### src/source/tpu_pkg.sv
package tpu_pkg;

    // *********************************************************************
    // word and buffer sizes
    // *********************************************************************
    localparam int DATA_BITS = 32;
    localparam int ADDR_BITS = 8;
    // byte lanes per W word, also the column count
    localparam int LANES = 4;
    localparam int ACC_BITS = 32;

    // *********************************************************************
    // command port
    // *********************************************************************
    typedef enum logic [7:0] {
        OP_TRIGGER     = 8'd1,   // run K steps, then store
        OP_WRITE_A     = 8'd2,   // param_1 index, param_2 data
        OP_WRITE_W     = 8'd5,   // param_1 index, param_2 data
        OP_READ_RAM    = 8'd6,   // param_1 select, param_2 index
        OP_SET_ROW_IDX = 8'd13,  // param_1 row, param_2 start index
        OP_SET_K       = 8'd14,  // param_2 inner dimension
        OP_SET_ST_IDX  = 8'd15   // param_1 row, param_2 store index
    } tpu_op_e;

    // read select, value 1 unused
    typedef enum logic [1:0] {
        RAM_A = 2'd0,
        RAM_C = 2'd2,
        RAM_W = 2'd3
    } ram_sel_e;

    typedef struct packed {
        tpu_op_e                op;
        logic [DATA_BITS-1:0]   param_1;
        logic [DATA_BITS-1:0]   param_2;
    } tpu_cmd_t;

    // *********************************************************************
    // datapath words
    // *********************************************************************
    typedef logic signed [7:0] sbyte_t;

    // raw for software, signed lanes for the MAC rows
    typedef union packed {
        logic [DATA_BITS-1:0]   raw;
        sbyte_t [LANES-1:0]     lane;
    } w_word_u;

    // one buffer port request
    typedef struct packed {
        logic                   wr_en;
        logic [ADDR_BITS-1:0]   index;
        logic [DATA_BITS-1:0]   wdata;
    } ram_req_t;

    // weight part of a step, row operands travel beside it
    typedef struct packed {
        logic       valid;
        logic       last;
        w_word_u    w;
    } mac_step_t;

    // four accumulators, also one C word
    typedef logic [LANES-1:0][ACC_BITS-1:0] acc_row_t;

endpackage
### src/source/tpu_cmd_ctrl.sv
`timescale 1ns/100ps

module tpu_cmd_ctrl #(
    parameter int ROWS = 4
) (
    input  logic                                    clk_i,
    input  logic                                    rst_i,
    input  logic                                    cmd_valid_i,
    input  tpu_pkg::tpu_cmd_t                       cmd_i,
    input  tpu_pkg::ram_req_t                       ld_a_req_i,
    input  tpu_pkg::ram_req_t                       ld_w_req_i,
    input  tpu_pkg::ram_req_t                       st_c_req_i,
    input  logic [tpu_pkg::DATA_BITS-1:0]           a_rdata_i,
    input  logic [tpu_pkg::DATA_BITS-1:0]           w_rdata_i,
    input  tpu_pkg::acc_row_t                       c_rdata_i,
    input  logic                                    store_done_i,
    output logic                                    start_o,
    output logic [tpu_pkg::ADDR_BITS-1:0]           k_o,
    output logic [ROWS-1:0][tpu_pkg::ADDR_BITS-1:0] row_idx_o,
    output logic                                    st_idx_wr_o,
    output logic [tpu_pkg::DATA_BITS-1:0]           st_idx_sel_o,
    output logic [tpu_pkg::ADDR_BITS-1:0]           st_idx_val_o,
    output tpu_pkg::ram_req_t                       a_req_o,
    output tpu_pkg::ram_req_t                       w_req_o,
    output tpu_pkg::ram_req_t                       c_req_o,
    output logic                                    busy_o,
    output logic                                    rdata_valid_o,
    output tpu_pkg::acc_row_t                       rdata_o
);

    localparam int PAD_BITS = $bits(tpu_pkg::acc_row_t) - tpu_pkg::DATA_BITS;

    typedef enum logic [1:0] {
        ST_IDLE,
        ST_RUN,
        ST_STORE
    } state_e;

    state_e             state_q;
    state_e             state_d;
    logic               accept;
    logic               is_write;
    tpu_pkg::ram_req_t  sw_req;
    tpu_pkg::ram_sel_e  rd_sel_q;
    logic               rd_v_q;

    // commands only land while idle
    assign busy_o  = (state_q != ST_IDLE);
    assign accept  = cmd_valid_i && !busy_o;
    assign start_o = accept && (cmd_i.op == tpu_pkg::OP_TRIGGER);

    // *********************************************************************
    // configuration registers
    // *********************************************************************
    always_ff @(posedge clk_i) begin
        if (rst_i) begin
            k_o       <= '0;
            row_idx_o <= '0;
        end else if (accept) begin
            if (cmd_i.op == tpu_pkg::OP_SET_K) begin
                k_o <= cmd_i.param_2[tpu_pkg::ADDR_BITS-1:0];
            end
            if (cmd_i.op == tpu_pkg::OP_SET_ROW_IDX) begin
                for (int i = 0; i < ROWS; i++) begin
                    if (cmd_i.param_1 == i) begin
                        row_idx_o[i] <= cmd_i.param_2[tpu_pkg::ADDR_BITS-1:0];
                    end
                end
            end
        end
    end

    // store indices live in result_store
    assign st_idx_wr_o  = accept && (cmd_i.op == tpu_pkg::OP_SET_ST_IDX);
    assign st_idx_sel_o = cmd_i.param_1;
    assign st_idx_val_o = cmd_i.param_2[tpu_pkg::ADDR_BITS-1:0];

    // *********************************************************************
    // run sequencer
    // *********************************************************************
    always_comb begin
        state_d = state_q;
        case (state_q)
            ST_IDLE:  if (start_o) state_d = ST_RUN;
            // first C write marks the store phase
            ST_RUN:   if (st_c_req_i.wr_en) state_d = ST_STORE;
            ST_STORE: if (store_done_i) state_d = ST_IDLE;
            default:  state_d = ST_IDLE;
        endcase
    end

    always_ff @(posedge clk_i) begin
        if (rst_i) begin
            state_q <= ST_IDLE;
        end else begin
            state_q <= state_d;
        end
    end

    // *********************************************************************
    // buffer port mux, software when idle, engine when busy
    // *********************************************************************
    always_comb begin
        is_write     = (cmd_i.op == tpu_pkg::OP_WRITE_A) || (cmd_i.op == tpu_pkg::OP_WRITE_W);
        sw_req.wr_en = 1'b0;
        // writes index on param_1, reads on param_2
        sw_req.index = is_write ? cmd_i.param_1[tpu_pkg::ADDR_BITS-1:0]
                                : cmd_i.param_2[tpu_pkg::ADDR_BITS-1:0];
        sw_req.wdata = cmd_i.param_2;
        a_req_o       = sw_req;
        w_req_o       = sw_req;
        c_req_o       = sw_req;
        a_req_o.wr_en = accept && (cmd_i.op == tpu_pkg::OP_WRITE_A);
        w_req_o.wr_en = accept && (cmd_i.op == tpu_pkg::OP_WRITE_W);
        if (busy_o) begin
            a_req_o = ld_a_req_i;
            w_req_o = ld_w_req_i;
            c_req_o = st_c_req_i;
        end
    end

    // *********************************************************************
    // read return, RAM cycle then output register
    // *********************************************************************
    always_ff @(posedge clk_i) begin
        if (rst_i) begin
            rd_v_q        <= 1'b0;
            rdata_valid_o <= 1'b0;
        end else begin
            rd_v_q        <= accept && (cmd_i.op == tpu_pkg::OP_READ_RAM);
            rdata_valid_o <= rd_v_q;
        end
    end

    always_ff @(posedge clk_i) begin
        if (accept && (cmd_i.op == tpu_pkg::OP_READ_RAM)) begin
            rd_sel_q <= tpu_pkg::ram_sel_e'(cmd_i.param_1[1:0]);
        end
        if (rd_v_q) begin
            case (rd_sel_q)
                tpu_pkg::RAM_A: rdata_o <= {{PAD_BITS{1'b0}}, a_rdata_i};
                tpu_pkg::RAM_W: rdata_o <= {{PAD_BITS{1'b0}}, w_rdata_i};
                tpu_pkg::RAM_C: rdata_o <= c_rdata_i;
                // unused select reads zero
                default:        rdata_o <= '0;
            endcase
        end
    end

endmodule

### config.mk
export PLATFORM = sky130hd
export DESIGN_NAME = tpu_cmd_ctrl
export DESIGN_NICKNAME = d
export VERILOG_FILES = /design/src/source/tpu_pkg.sv /design/src/source/tpu_cmd_ctrl.sv
export SDC_FILE = /design/constraint.sdc
export NUM_CORES = 1
export LEC_CHECK = 0
export BUFFER_PORTS_ARGS = -buffer_cell sky130_fd_sc_hd__buf_2
export CAP_MARGIN = 20
export CORE_AREA = 4 4 279 281
export CTS_CLUSTER_DIAMETER = 120
export CTS_CLUSTER_SIZE = 30
export DETAILED_ROUTE_END_ITERATION = 7
export DIE_AREA = 0 0 283 285
export PLACE_DENSITY = 0.36
export REMOVE_ABC_BUFFERS = 1
export SLEW_MARGIN = 0
export SYNTH_ARGS = -nofsm -noshare
export SYNTH_HDL_FRONTEND = slang
export SYNTH_SLANG_ARGS = --single-unit
### constraint.sdc
create_clock -name clk_i -period 3.91 [get_ports clk_i]
set_input_delay 0.9775 -clock clk_i [delete_from_list [all_inputs] [get_ports clk_i]]
set_output_delay 0.9775 -clock clk_i [all_outputs]
set_load 0.01 [all_outputs]
## Word level (Yosys, flattened, before mapping)

Cells that the tools add are included.

| storage, ports and cells | value |
|---|---|
| flip-flop bits (word level) | 174 |
| logic and storage cells | 57 |

| cells by class | value |
|---|---|
| equality and inequality tests | 17 |
| muxes and demuxes | 9 |
| reductions and logical operators | 18 |

Operators by type and width:

| kind | number |
|---|---|
| case mux 128 bit (3 select lines) | 1 |
| 2-to-1 mux 41 bit | 3 |
| == test 32 x 2 -> 1 bit, second input constant | 2 |
| == test 32 x 1 -> 1 bit, second input constant | 1 |
| logical NOT 32 bit | 1 |
| == test 8 x 4 -> 1 bit, second input constant | 3 |
| == test 8 x 3 -> 1 bit, second input constant | 2 |
| AND reduction 3 bit | 5 |
| == test 8 x 1 -> 1 bit, second input constant | 1 |
| == test 8 x 2 -> 1 bit, second input constant | 1 |
| 2-to-1 mux 8 bit | 1 |
| == test 2 bit, second input constant | 3 |
| logical AND 1 bit | 6 |
| 2-to-1 mux 2 bit | 3 |
| inequality test 2 bit, second input constant | 3 |
| case mux 2 bit (3 select lines) | 1 |
| logical NOT 2 bit | 2 |
| == test 2 x 1 -> 1 bit, second input constant | 1 |
| AND reduction 2 bit | 1 |
| nonzero test 2 bit | 1 |
| logical NOT 1 bit | 1 |
| logical OR 1 bit | 1 |

## Longest topological paths before layout

Gate-level depths: netlist of run 1.

| logic depth | value |
|---|---|
| word-level depth | 6 |
| depth in mapped cells | 6 |
| depth with buffers taken out | 4 |

## Worst setup path before layout of run 1

No wires, ideal clock.

| timing path | value |
|---|---|
| kind | reg2reg |
| start | register rd_v_q |
| end | register rdata_o[0] (netlist bit), enable pin |
| setup time | 0.499 ns |
| arrival time | 3.085 ns |
| data required time | 3.411 ns |
| slack | 0.326 ns |
| stages on the path, launching flop included | 1 |
| buffers on the path | 0 |
| cell sequence | dfxtp_1 |

RTL lines:

| what | RTL line | source |
|---|---|---|
| start, declared | tpu_cmd_ctrl.sv:45 | `logic rd_v_q;` |
| start signal, assigned | tpu_cmd_ctrl.sv:130 | `rd_v_q <= accept && (cmd_i.op == tpu_pkg::OP_READ_RAM);` |
| end signal, assigned | tpu_cmd_ctrl.sv:141 | `tpu_pkg::RAM_A: rdata_o <= {{PAD_BITS{1'b0}}, a_rdata_i};` |
| end signal, assigned | tpu_cmd_ctrl.sv:142 | `tpu_pkg::RAM_W: rdata_o <= {{PAD_BITS{1'b0}}, w_rdata_i};` |
| end signal, assigned | tpu_cmd_ctrl.sv:143 | `tpu_pkg::RAM_C: rdata_o <= c_rdata_i;` |
| end, declared | tpu_cmd_ctrl.sv:28 | `output tpu_pkg::acc_row_t rdata_o` |

No word-level cell between the ends.

==> Implementation_results.wiki, run 1 <==
{| class="wikitable"
! Metric !! Value
|-
| NumNets Final || 1,948
|-
| Total standard cell area after synthesis || 8750 um2
|-
| Max_slew headroom || 35.1%
|-
| Cell mode on critical path || buf_2
|-
| Cell breakdown of the critical path || buf_2 > and3b_1 > o211a_1 > o211ai_1 > buf_4 > o21a_1 > buf_2
|-
| CTS tree || done
|-
| Largest cells by area after synthesis || edfxtp_1 45%, nand2_1 11%, dfxtp_1 10%, mux2i_1 8.2%, and2_1 7.1%
|-
| Areal power density over the cells || 308 nW/um2
|-
| Number of hold violations in the final report || 0
|-
| Count of buffers inserted at the top-level ports || 725
|-
| Vias per cell || 3.64
|-
| YS warnings || 0
|-
| Final cycle utilization of the critical path || 90.5%
|-
| Area of the core || 75,400 um2
|-
| Distinct cells, synth || 38
|-
| First-pass GRT wire length || 78.4 mm
|-
| Highest-count cells in the layout ignoring fill and taps || 725 x buf_2, 262 x nand2_1, 130 x edfxtp_1
|-
| Pin count of the biggest net entering global routing || 86
|-
| Initial antenna violation count || 30
|-
| Run status || finished clean
|-
| Overall Global Routing Usage || 13.8%
|-
| Fraction of final layout cells with drive strength greater than 1 || 51.1%
|-
| Worst stage delay on the critical path || 0.35 ns
|-
| Leading area contributor after synthesis || edfxtp_1
|-
| Starting density of the core || 11.6%
|-
| Transition at the pin with the smallest max-transition slack || 0.974 ns
|-
| Worst skew pair latency || 0.48 ns
|-
| Remaining global-route overflow || 0
|-
| Leakage || 6.56 nW
|-
| Number of max-slew violations in the final report || 0
|-
| Final GP Congestion || 0.893
|-
| Average routed wire per standard cell || 22.8 um
|-
| Clock sink count || 174
|-
| Data required time of the critical path || 2.93 ns
|-
| Data arrival time at the worst-slack endpoint || 2.56 ns
|-
| Utilization after layout || 18.5%
|-
| Final number of setup-violating endpoints || 0
|-
| Fin Hold WS || 0.475 ns
|-
| Vias in the first global route || 9,841
|-
| Area added between synthesis and finish || 59.7%
|-
| Category of the worst setup path capture point || primary output
|-
| Gates resized, CTS repair || 0
|-
| Clock tree root driver cell || clkbuf_16
|-
| Drt total wl || 58.1 mm
|-
| Yosys reg bits || 174
|-
| Floorplan die height || 285 um
|-
| Detailed-routing iteration count for the pre-antenna-repair pass || 5
|-
| Most common cell after layout, fill and taps aside || buf_2
|-
| Final ANT Viol Nets || 0
|-
| Number of cells produced by synthesis || 868
|-
| Cts bufs inserted || 17
|-
| Max Root-Sink Buffers || 2
|-
| Post-route DRC || 0
|-
| Clock tree skew after final layout || 0.0133 ns
|-
| Setup repair after global routing missed its margin || no
|-
| Die Outline Area || 80,700 um2
|-
| Number of buffers inserted for hold repair after clock tree synthesis || 0
|-
| Vias after detailed routing || 9,274
|-
| Critical Path Start Type || input port
|-
| # IOs || 726
|-
| Clock transition time at the flip-flop clock pins of the worst setup and hold paths || 0.07 ns
|-
| Biggest fanout along the worst timing path || 9
|-
| Worst supply voltage drop on vdd || 0.000302 V
|-
| Count of routing violations after the opening detailed-route iteration || 317
|-
| Die width || 283 um
|-
| Post CTS Setup Buffer Count || 0
|-
| Proportion of synthesized chip area in sequential cells || 54.7%
|-
| Achievable clock frequency || 0.283 GHz
|-
| Mean post-synth cell area || 10.1 um2
|-
| Worst hold-check path type || reg -> reg
|-
| Share of Yosys cell area claimed by the top area cell type || 44.6%
|-
| Cell with the largest stage delay on the worst path || o211a_1
|-
| Count of H-tree levels built during CTS || 4
|-
| Min Clock Period, post-route || 3.54 ns
|-
| Number of max-capacitance violations reported || 0
|-
| Crit path kind || in -> out
|-
| HPWL after detailed placement || 50.1 mm
|-
| Number of rows created at floorplan || 101
|}
[routing by layer]
layer	part of all wire, %	global-route usage (%)
met3	6.8	4.21
met5	0.088	0
met2	52	26.0
met4	2.0	3.01
met1	39	15.3
[worst max-delay path: cells and delay by family]
kind	cells	cell delay [ns]
AO/OA/AOI/OAI	3	0.81
buffers and inverters	3	0.49
AND/OR/NAND/NOR	1	0.28
[Yosys cell counts]
master / instances
nor3b_2: 1
and2_1: 99
nor4_4: 1
nor2_1: 14
nand3_1: 2
o211a_1: 1
nor4b_1: 1
o21ba_2: 1
buf_1: 1
o2111ai_1: 8
o21a_1: 24
inv_2: 1
edfxtp_1: 130
buf_4: 40
a21oi_1: 1
buf_2: 8
or3b_2: 1
nand2_1: 262
inv_1: 8
dfxtp_1: 44
buf_6: 1
nand2b_1: 40
and4_1: 2
nor2b_1: 5
clkbuf_1: 38
o21ai_0: 33
nand4_2: 1
o211ai_1: 8
nor4_1: 8
nand4_4: 4
and3_1: 2
and3b_1: 1
clkinv_1: 1
nor3_1: 1
mux2i_1: 72
nand3b_1: 1
nor3b_1: 1
o31ai_1: 1
[cells by family after synthesis]
group,share of synthesized area (%)
AOI/OAI and AO/OA,5.80
buffers and inverters,6.12
DFF,54.7
muxes,8.23
and+or+nand+nor,25.2
[metrics by stage]
| stage | cells | power, mW | cell area (um2) | setup WS, ns | TNS [ns] |
|---|---|---|---|---|---|
| after floorplan | 780 | 2.14 | 8260 | -1.35 | -126.53 |
| after global placement | 2516 | 2.61 | 13400 | 0.386 | 0 |
| after detailed placement | 2516 | 2.61 | 13400 | 0.371 | 0 |
| after CTS | 2547 | 4.42 | 14000 | 0.369 | 0 |
| after global routing | 2548 | 4.50 | 14000 | 0.281 | 0 |
| final | 2551 | 4.30 | 14000 | 0.371 | 0 |
[where the power goes]
group	internal [mW]	leakage, nW	total, mW	switching [mW]
Sequential	1.96	1.41	1.96	0.000615
Combinational	0.254	4.87	0.586	0.331
Clock	0.848	0.275	1.75	0.903
[path summary, 6_finish.rpt]
kind	from	endpoint	slack (ns)	cells after the start
worst min register to register	row_idx_o[19]	row_idx_o[19]	0.48	2
worst max register to register	state_q[0]	rd_sel_q[0]	1.83	4
worst min-delay path	row_idx_o[19]	row_idx_o[19]	0.48	2
worst max-delay path	cmd_i[65]	a_req_o[39]	0.37	7
[state kept, by name, summed over array words and instances (netlist names)]
register / flops
state_q: 2
rd_sel_q: 2
rdata_valid_o: 1
rdata_o: 128
k_o: 8
rd_v_q: 1
row_idx_o: 32
[cell type report]
cell class	instances	area [um2]
fillers	8558	61500
flip-flops and latches	174	4790
repair buffers	758	3900
multi-input cells	596	3450
well taps	978	1220
clock buffers	17	425
clock inverters	14	148
inverters	10	38.8
diodes	4	10.0
Power figures use the tool's default switching activity.
==> run 2: changes to the inputs <==
Settings changed: ABC_AREA set to 1, BUFFER_PORTS_ARGS -buffer_cell sky130_fd_sc_hd__buf_2 to unset, CORE_AREA 4 4 279 281 to 4 4 281 283, DIE_AREA 0 0 283 285 to 0 0 285 287, DONT_BUFFER_PORTS set to 1, PLACE_DENSITY 0.36 to unset, PLACE_DENSITY_LB_ADDON set to 0.3.
==> Implementation_results.wiki, run 2 <==
{| class="wikitable"
! Metric !! Value
|-
| Fraction of final layout cells with drive strength greater than 1 || 7.90% (-43 points)
|-
| Yosys reg bits || 174 (unchanged)
|-
| Vias per cell || 3.58 (-1.6%)
|-
| Number of rows created at floorplan || 102 (+0.99%)
|-
| Highest-count cells in the layout ignoring fill and taps || 400 x nand2_1, 176 x nor2_1, 130 x edfxtp_1
|-
| Post-Route Setup TNS || 0 ns (unchanged)
|-
| Post CTS Setup Buffer Count || 0 (unchanged)
|-
| Multi-input gate area in the final layout || 3090 um2 (-10%)
|-
| NumNets Final || 1,492 (-23%)
|-
| Setup repair after global routing missed its margin || no
|-
| Biggest fanout along the worst timing path || 16 (+7)
|-
| Vias after detailed routing || 7,785 (-16%)
|-
| HPWL after detailed placement || 44.9 mm (-10%)
|-
| Count of buffers inserted at the top-level ports || 0 (-100%)
|-
| Worst reg2reg endpoint || rdata_o[87]
|-
| Count of flip-flops with a built-in enable after synthesis || 130 (unchanged)
|-
| Starting density of the core || 11.6% (+0.043 points)
|-
| Final ANT Viol Nets || 0 (unchanged)
|-
| Final cycle utilization of the critical path || 91.5% (+0.98 points)
|-
| Hold Path Cell Cnt || 2 (unchanged)
|-
| Area taken by flip-flops and latches || 4790 um2 (unchanged)
|-
| Worst hold-check path type || reg -> reg
|-
| Crit path kind || in -> out
|-
| # IOs || 726 (unchanged)
|-
| Count of routing violations after the opening detailed-route iteration || 469 (+48%)
|-
| Area added between synthesis and finish || 18.6%
|-
| Number of hold violations in the final report || 0 (unchanged)
|-
| Most common cell after layout, fill and taps aside || nand2_1
|-
| Floorplan die height || 287 um (+0.70%)
|-
| Max_slew headroom || 44.3% (+9.2 points)
|-
| CTS tree || done
|-
| Clock tree skew after final layout || 0.0190 ns (+0.00564 ns)
|-
| Remaining global-route overflow || 0 (unchanged)
|-
| Max Root-Sink Buffers || 2 (unchanged)
|-
| Data required time of the critical path || 2.93 ns (about the same)
|-
| Run status || finished clean
|-
| Areal power density over the cells || 372 nW/um2 (+21%)
|-
| Die width || 285 um (+0.71%)
|-
| Detailed-routing iteration count for the pre-antenna-repair pass || 5 (unchanged)
|-
| Share of Yosys cell area claimed by the top area cell type || 43.7% (-0.89 points)
|-
| Post-route DRC || 0 (unchanged)
|-
| Terminating pin of the worst hold path || k_o[6]
|-
| Gates resized, CTS repair || 0 (unchanged)
|-
| Leading area contributor after synthesis || edfxtp_1
|-
| Clock sink count || 174 (unchanged)
|-
| Clock tree root driver cell || clkbuf_16
|-
| Vias in the first global route || 7,556 (-23%)
|-
| Transition at the pin with the smallest max-transition slack || 0.835 ns (-0.139 ns)
|-
| Async SR Flop Fraction || 0% (unchanged)
|-
| First-pass GRT wire length || 67.3 mm (-14%)
|-
| Proportion of synthesized chip area in sequential cells || 53.6% (-1.1 points)
|-
| Number of max-capacitance violations reported || 0 (unchanged)
|-
| YS warnings || 0 (unchanged)
|-
| Register with the most flip-flops || rdata_o
|-
| Most common library cells after synthesis || 400 x nand2_1, 177 x nor2_1, 130 x edfxtp_1
|-
| Total standard cell area after synthesis || 8930 um2 (+2.0%)
|-
| Worst R2R Setup Slack || 1.45 ns (-0.38 ns)
|-
| Final GP Congestion || 0.907 (+1.6%)
|-
| Number of buffers inserted for hold repair after clock tree synthesis || 0 (unchanged)
|-
| Data arrival time at the worst-slack endpoint || 2.60 ns (+0.04 ns)
|-
| Largest register FFs || 128 (unchanged)
|-
| Critical Path Start Type || input port
|-
| Clock transition time at the flip-flop clock pins of the worst setup and hold paths || 0.09 ns (+0.02 ns)
|-
| Overall power after layout || 3.95 mW (-8.3%)
|-
| Worst supply voltage drop on vdd || 0.000284 V (-6.2%)
|-
| Overall Global Routing Usage || 12.2% (-1.6 points)
|-
| Count of H-tree levels built during CTS || 4 (unchanged)
|-
| Min Clock Period, post-route || 3.58 ns (+0.0384 ns)
|-
| Length in cells of the worst reg-to-reg path || 5 (+1)
|-
| Number of cells produced by synthesis || 1,139 (+31%)
|-
| Final number of setup-violating endpoints || 0 (unchanged)
|-
| Initial antenna violation count || 25 (-17%)
|-
| Fin Hold WS || 0.551 ns (+0.0756 ns)
|-
| Average routed wire per standard cell || 24.2 um (+6.2%)
|-
| Library cell with the highest instance count after synthesis || nand2_1
|-
| Number of max-slew violations in the final report || 0 (unchanged)
|-
| Startpoint of the most critical register-to-register path || rd_sel_q[0]
|-
| Category of the worst setup path capture point || primary output
|-
| Mean post-synth cell area || 7.84 um2 (-22%)
|-
| Start point of the worst hold path || k_o[6]
|-
| Leakage || 4.18 nW (-36%)
|-
| Die Outline Area || 81,800 um2 (+1.4%)
|-
| Area of the core || 76,700 um2 (+1.7%)
|-
| Worst skew pair latency || 0.48 ns (about the same)
|-
| Leading registers by flop count || rdata_o x128, row_idx_o x32, k_o x8
|-
| Pin count of the biggest net entering global routing || 126 (+47%)
|-
| Distinct cells, synth || 26 (-32%)
|-
| Drt total wl || 52.6 mm (-9.4%)
|-
| Achievable clock frequency || 0.280 GHz (-1.1%)
|-
| Most instantiated flip-flop cell in the synthesis netlist || edfxtp_1
|-
| Largest cells by area after synthesis || edfxtp_1 44%, nand2_1 17%, dfxtp_1 9.9%, nor2_1 7.4%, nand3_1 5.5%
|-
| Final-layout fill cell count || 8,788 (+2.7%)
|-
| Cts bufs inserted || 17 (unchanged)
|}
-- run 2: kinds of logic after synthesis --
logic type / synth area share [%]
DFF: 53.6
and+or+nand+nor: 31.5
AOI/OAI and AO/OA: 3.03
buffers and inverters: 11.9
-- run 2: cell type report --
type	count	area share (%)
timing repair buffer	39	3.00
antenna	22	0.520
clock inverter	15	1.39
multi-input combinational	744	29.1
inverter	125	4.44
clock buffer	17	4.02
tap	1040	12.3
sequential	174	45.2
-- run 2: metal layers --
metal | vias up | track usage [%] | routed length, um
met2 | 558 | 21.1 | 26600
met5 | - | 0 | 27
met1 | 3669 | 12.0 | 17800
li1 | 3490 | - | -
met4 | 4 | 6.64 | 1870
met3 | 64 | 6.12 | 6300
-- run 2: worst max path at each step --
stage               from          end  slack (ns)  depth (start not counted)
3_5_place_dp   cmd_i[68]  w_req_o[34]        0.33                          9
6_report       cmd_i[68]  w_req_o[34]        0.33                          9
2_1_floorplan     rd_v_q   rdata_o[0]        0.32                          0
5_1_grt        cmd_i[68]  w_req_o[34]        0.24                          9
3_3_place_gp   cmd_i[68]  w_req_o[34]        0.35                          9
4_1_cts        cmd_i[68]  w_req_o[34]        0.32                          9
-- run 2: power by group --
| part | internal [mW] | total [mW] | switching, mW |
|---|---|---|---|
| clock | 0.846 | 1.73 | 0.881 |
| combinational | 0.0596 | 0.253 | 0.194 |
| sequential | 1.96 | 1.96 | 0.00124 |
-- run 2: critical path, cell delays in order --
cell      delay, ns
inv_1          0.08
nand2_1        0.10
nor2_4         0.19
nand2_1        0.07
buf_4          0.20
o211ai_1       0.49
buf_4          0.26
nand2_1        0.07
buf_4          0.15
-- run 2: through the flow --
step	area, um2	setup slack (ns)	util (%)	cells
after detailed placement	9970	0.325	13.0	2122
final	10600	0.332	13.8	2176
after global placement	9970	0.348	13.0	2122
after floorplan	8340	0.320	-	1043
after CTS	10500	0.324	13.7	2154
after global routing	10600	0.241	13.8	2169
==> run 3: changes to the inputs <==
Settings changed: PLACE_DENSITY_LB_ADDON 0.3 to unset.
==> Implementation_results.wiki, run 3 (same netlist as run 2, synthesis figures left out) <==
{| class="wikitable"
! Metric !! Value
|-
| Terminating pin of the worst hold path || k_o[2]
|-
| Internal power component || 2.94 mW (+2.6%)
|-
| Leakage || 4.22 nW (+1.0%)
|-
| Worst stage delay on the critical path || 0.57 ns (+0.08 ns)
|-
| Leading registers by flop count || rdata_o x128, row_idx_o x32, k_o x8
|-
| Post-Route Setup TNS || 0 ns (unchanged)
|-
| Most common cell after layout, fill and taps aside || nand2_1
|-
| First-pass GRT wire length || 74.3 mm (+11%)
|-
| Critical Path Start Type || input port
|-
| Min Clock Period, post-route || 3.58 ns (-0.000777 ns)
|-
| Number of hold violations in the final report || 0 (unchanged)
|-
| Areal power density over the cells || 384 nW/um2 (+3.2%)
|-
| Detailed-routing iteration count for the pre-antenna-repair pass || 6 (+1)
|-
| Final-layout fill cell count || 8,794 (+0.068%)
|-
| Number of buffers inserted for hold repair after clock tree synthesis || 0 (unchanged)
|-
| Clock sink count || 174 (unchanged)
|-
| Overall power after layout || 4.08 mW (+3.5%)
|-
| Die Outline Area || 81,800 um2 (unchanged)
|-
| Clock Power Share || 45.4% (+1.6 points)
|-
| Average routed wire per standard cell || 26.9 um (+11%)
|-
| Initial antenna violation count || 28 (+12%)
|-
| Cell breakdown of the critical path || inv_1 > nand2_1 > nor2_4 > nand2_1 > buf_4 > o211ai_1 > nand2_1
|-
| Area of the core || 76,700 um2 (unchanged)
|-
| Achievable clock frequency || 0.280 GHz (about the same)
|-
| Setup repair after global routing missed its margin || no
|-
| Hold Path Cell Cnt || 2 (unchanged)
|-
| Die width || 285 um (unchanged)
|-
| Run status || finished clean
|-
| HPWL after detailed placement || 49.9 mm (+11%)
|-
| Clock transition time at the flip-flop clock pins of the worst setup and hold paths || 0.11 ns (+0.02 ns)
|-
| Cell mode on critical path || nand2_1
|-
| Share of total power in sequential cells || 48.1% (-1.7 points)
|-
| Worst reg2reg endpoint || rdata_o[9]
|-
| Utilization after layout || 13.9% (+0.046 points)
|-
| Largest register FFs || 128 (unchanged)
|-
| Final ANT Viol Nets || 0 (unchanged)
|-
| Biggest fanout along the worst timing path || 16 (unchanged)
|-
| Remaining global-route overflow || 0 (unchanged)
|-
| Count of H-tree levels built during CTS || 4 (unchanged)
|-
| Floorplan die height || 287 um (unchanged)
|-
| Transition at the pin with the smallest max-transition slack || 1.01 ns (+0.174 ns)
|-
| Gates resized, CTS repair || 0 (unchanged)
|-
| Area added between synthesis and finish || 19.0%
|-
| Vias per cell || 3.61 (+1.0%)
|-
| Max Root-Sink Buffers || 2 (unchanged)
|-
| Final GP Congestion || 0.941 (+3.8%)
|-
| Data arrival time at the worst-slack endpoint || 2.60 ns (about the same)
|-
| Clock tree skew after final layout || 0.0263 ns (+0.00735 ns)
|-
| Count of buffers inserted at the top-level ports || 0 (unchanged)
|-
| Vias after detailed routing || 7,841 (+0.72%)
|-
| Worst hold-check path type || reg -> reg
|-
| Max_slew headroom || 32.7% (-12 points)
|-
| Length in cells of the worst reg-to-reg path || 4 (-1)
|-
| Buf/Inv on CP || 2 (-2)
|-
| Cell with the largest stage delay on the worst path || o211ai_1
|-
| Cell family contributing the most delay on the critical path || simple AND/OR/NAND/NOR gates
|-
| Vias in the first global route || 7,696 (+1.9%)
|-
| Net load switching power || 1.14 mW (+6.0%)
|-
| Category of the worst setup path capture point || primary output
|-
| Pin count of the biggest net entering global routing || 74 (-41%)
|-
| Register with the most flip-flops || rdata_o
|-
| Crit path kind || in -> out
|-
| Count of routing violations after the opening detailed-route iteration || 497 (+6.0%)
|-
| Startpoint of the most critical register-to-register path || rd_sel_q[0]
|-
| Number of max-slew violations in the final report || 0 (unchanged)
|-
| Relative contribution of combinational cells to total power || 6.5% (about the same)
|-
| Post-route DRC || 0 (unchanged)
|-
| Worst skew pair latency || 0.49 ns (about the same)
|-
| Highest-count cells in the layout ignoring fill and taps || 400 x nand2_1, 176 x nor2_1, 130 x edfxtp_1
|-
| Fraction of final layout cells with drive strength greater than 1 || 8.14% (+0.24 points)
|-
| Clock tree root driver cell || clkbuf_16
|-
| Data required time of the critical path || 2.93 ns (about the same)
|-
| Number of max-capacitance violations reported || 0 (unchanged)
|-
| NumNets Final || 1,496 (+0.27%)
|-
| Starting density of the core || 11.6% (unchanged)
|-
| Worst R2R Setup Slack || 1.92 ns (+0.47 ns)
|-
| Number of rows created at floorplan || 102 (unchanged)
|-
| Sw Ratio || 27.9% (+0.66 points)
|-
| Worst-case setup slack after placement || 0.370 ns (+0.0449 ns)
|-
| Final number of setup-violating endpoints || 0 (unchanged)
|-
| CTS tree || done
|-
| Drt total wl || 58.3 mm (+11%)
|-
| Overall Global Routing Usage || 13.7% (+1.5 points)
|-
| Worst supply voltage drop on vdd || 0.000267 V (-6.1%)
|-
| Cts bufs inserted || 17 (unchanged)
|-
| Post CTS Setup Buffer Count || 0 (unchanged)
|-
| Final cycle utilization of the critical path || 91.5% (about the same)
|-
| Worst setup slack after layout || 0.333 ns (+0.000777 ns)
|-
| Start point of the worst hold path || k_o[2]
|-
| # IOs || 726 (unchanged)
|}
## run 3: how the worst max path moves through the flow
| stage | from | to | slack, ns | depth (start not counted) |
|---|---|---|---|---|
| after floorplan | rd_v_q | rdata_o[0] | 0.32 | 0 |
| after global placement | cmd_i[69] | w_req_o[35] | 0.35 | 9 |
| after detailed placement | cmd_i[69] | w_req_o[35] | 0.37 | 9 |
| after CTS | cmd_i[69] | w_req_o[35] | 0.37 | 9 |
| after global routing | cmd_i[69] | w_req_o[35] | 0.30 | 9 |
| final | cmd_i[69] | a_req_o[36] | 0.33 | 7 |
## run 3: worst reg2reg max path, cell delays in order, from the launching register on
cell and delay [ns]:
edfxtp_1 0.44, buf_4 0.29, nor2_4 0.75, nand2_1 0.20, nand3_1 0.15
## run 3: cell type report
cell class | count | area (um2) | area share (%)
flip-flops and latches | 174 | 4790 | 45.1
multi-input cells | 744 | 3100 | 29.1
well taps | 1040 | 1300 | 12.2
inverters | 125 | 470 | 4.43
clock buffers | 17 | 425 | 4.00
repair buffers | 43 | 343 | 3.23
clock inverters | 15 | 173 | 1.62
diodes | 12 | 30.0 | 0.283
## run 3: per-layer routing
metal  share of wire (%)  vias up  GRT usage [%]  wire length [um]
met4                 2.5       14           4.04              1460
li1                    -     3480              -                 -
met1                  37     3688           14.5             21400
met3                 9.0       99           5.15              5230
met5                0.15        -              0                90
met2                  52      560           25.4             30200
## run 3: per-stage QoR
step	instance area [um2]	cells	hold WS, ns
after floorplan	8340	1043	0.512
after global placement	9970	2125	0.526
after detailed placement	9970	2125	0.531
after CTS	10600	2157	0.501
after global routing	10600	2165	0.519
final	10600	2170	0.548
## run 3: power by group through the flow
stage | registers (mW) | logic (mW) | clock network (mW)
floorplan | 2.01 | 0.155 | 0
finish | 1.96 | 0.266 | 1.85
detailed placement | 2.01 | 0.274 | 0
global placement | 2.01 | 0.273 | 0
CTS | 1.96 | 0.275 | 1.97
global route | 1.96 | 0.296 | 2.03
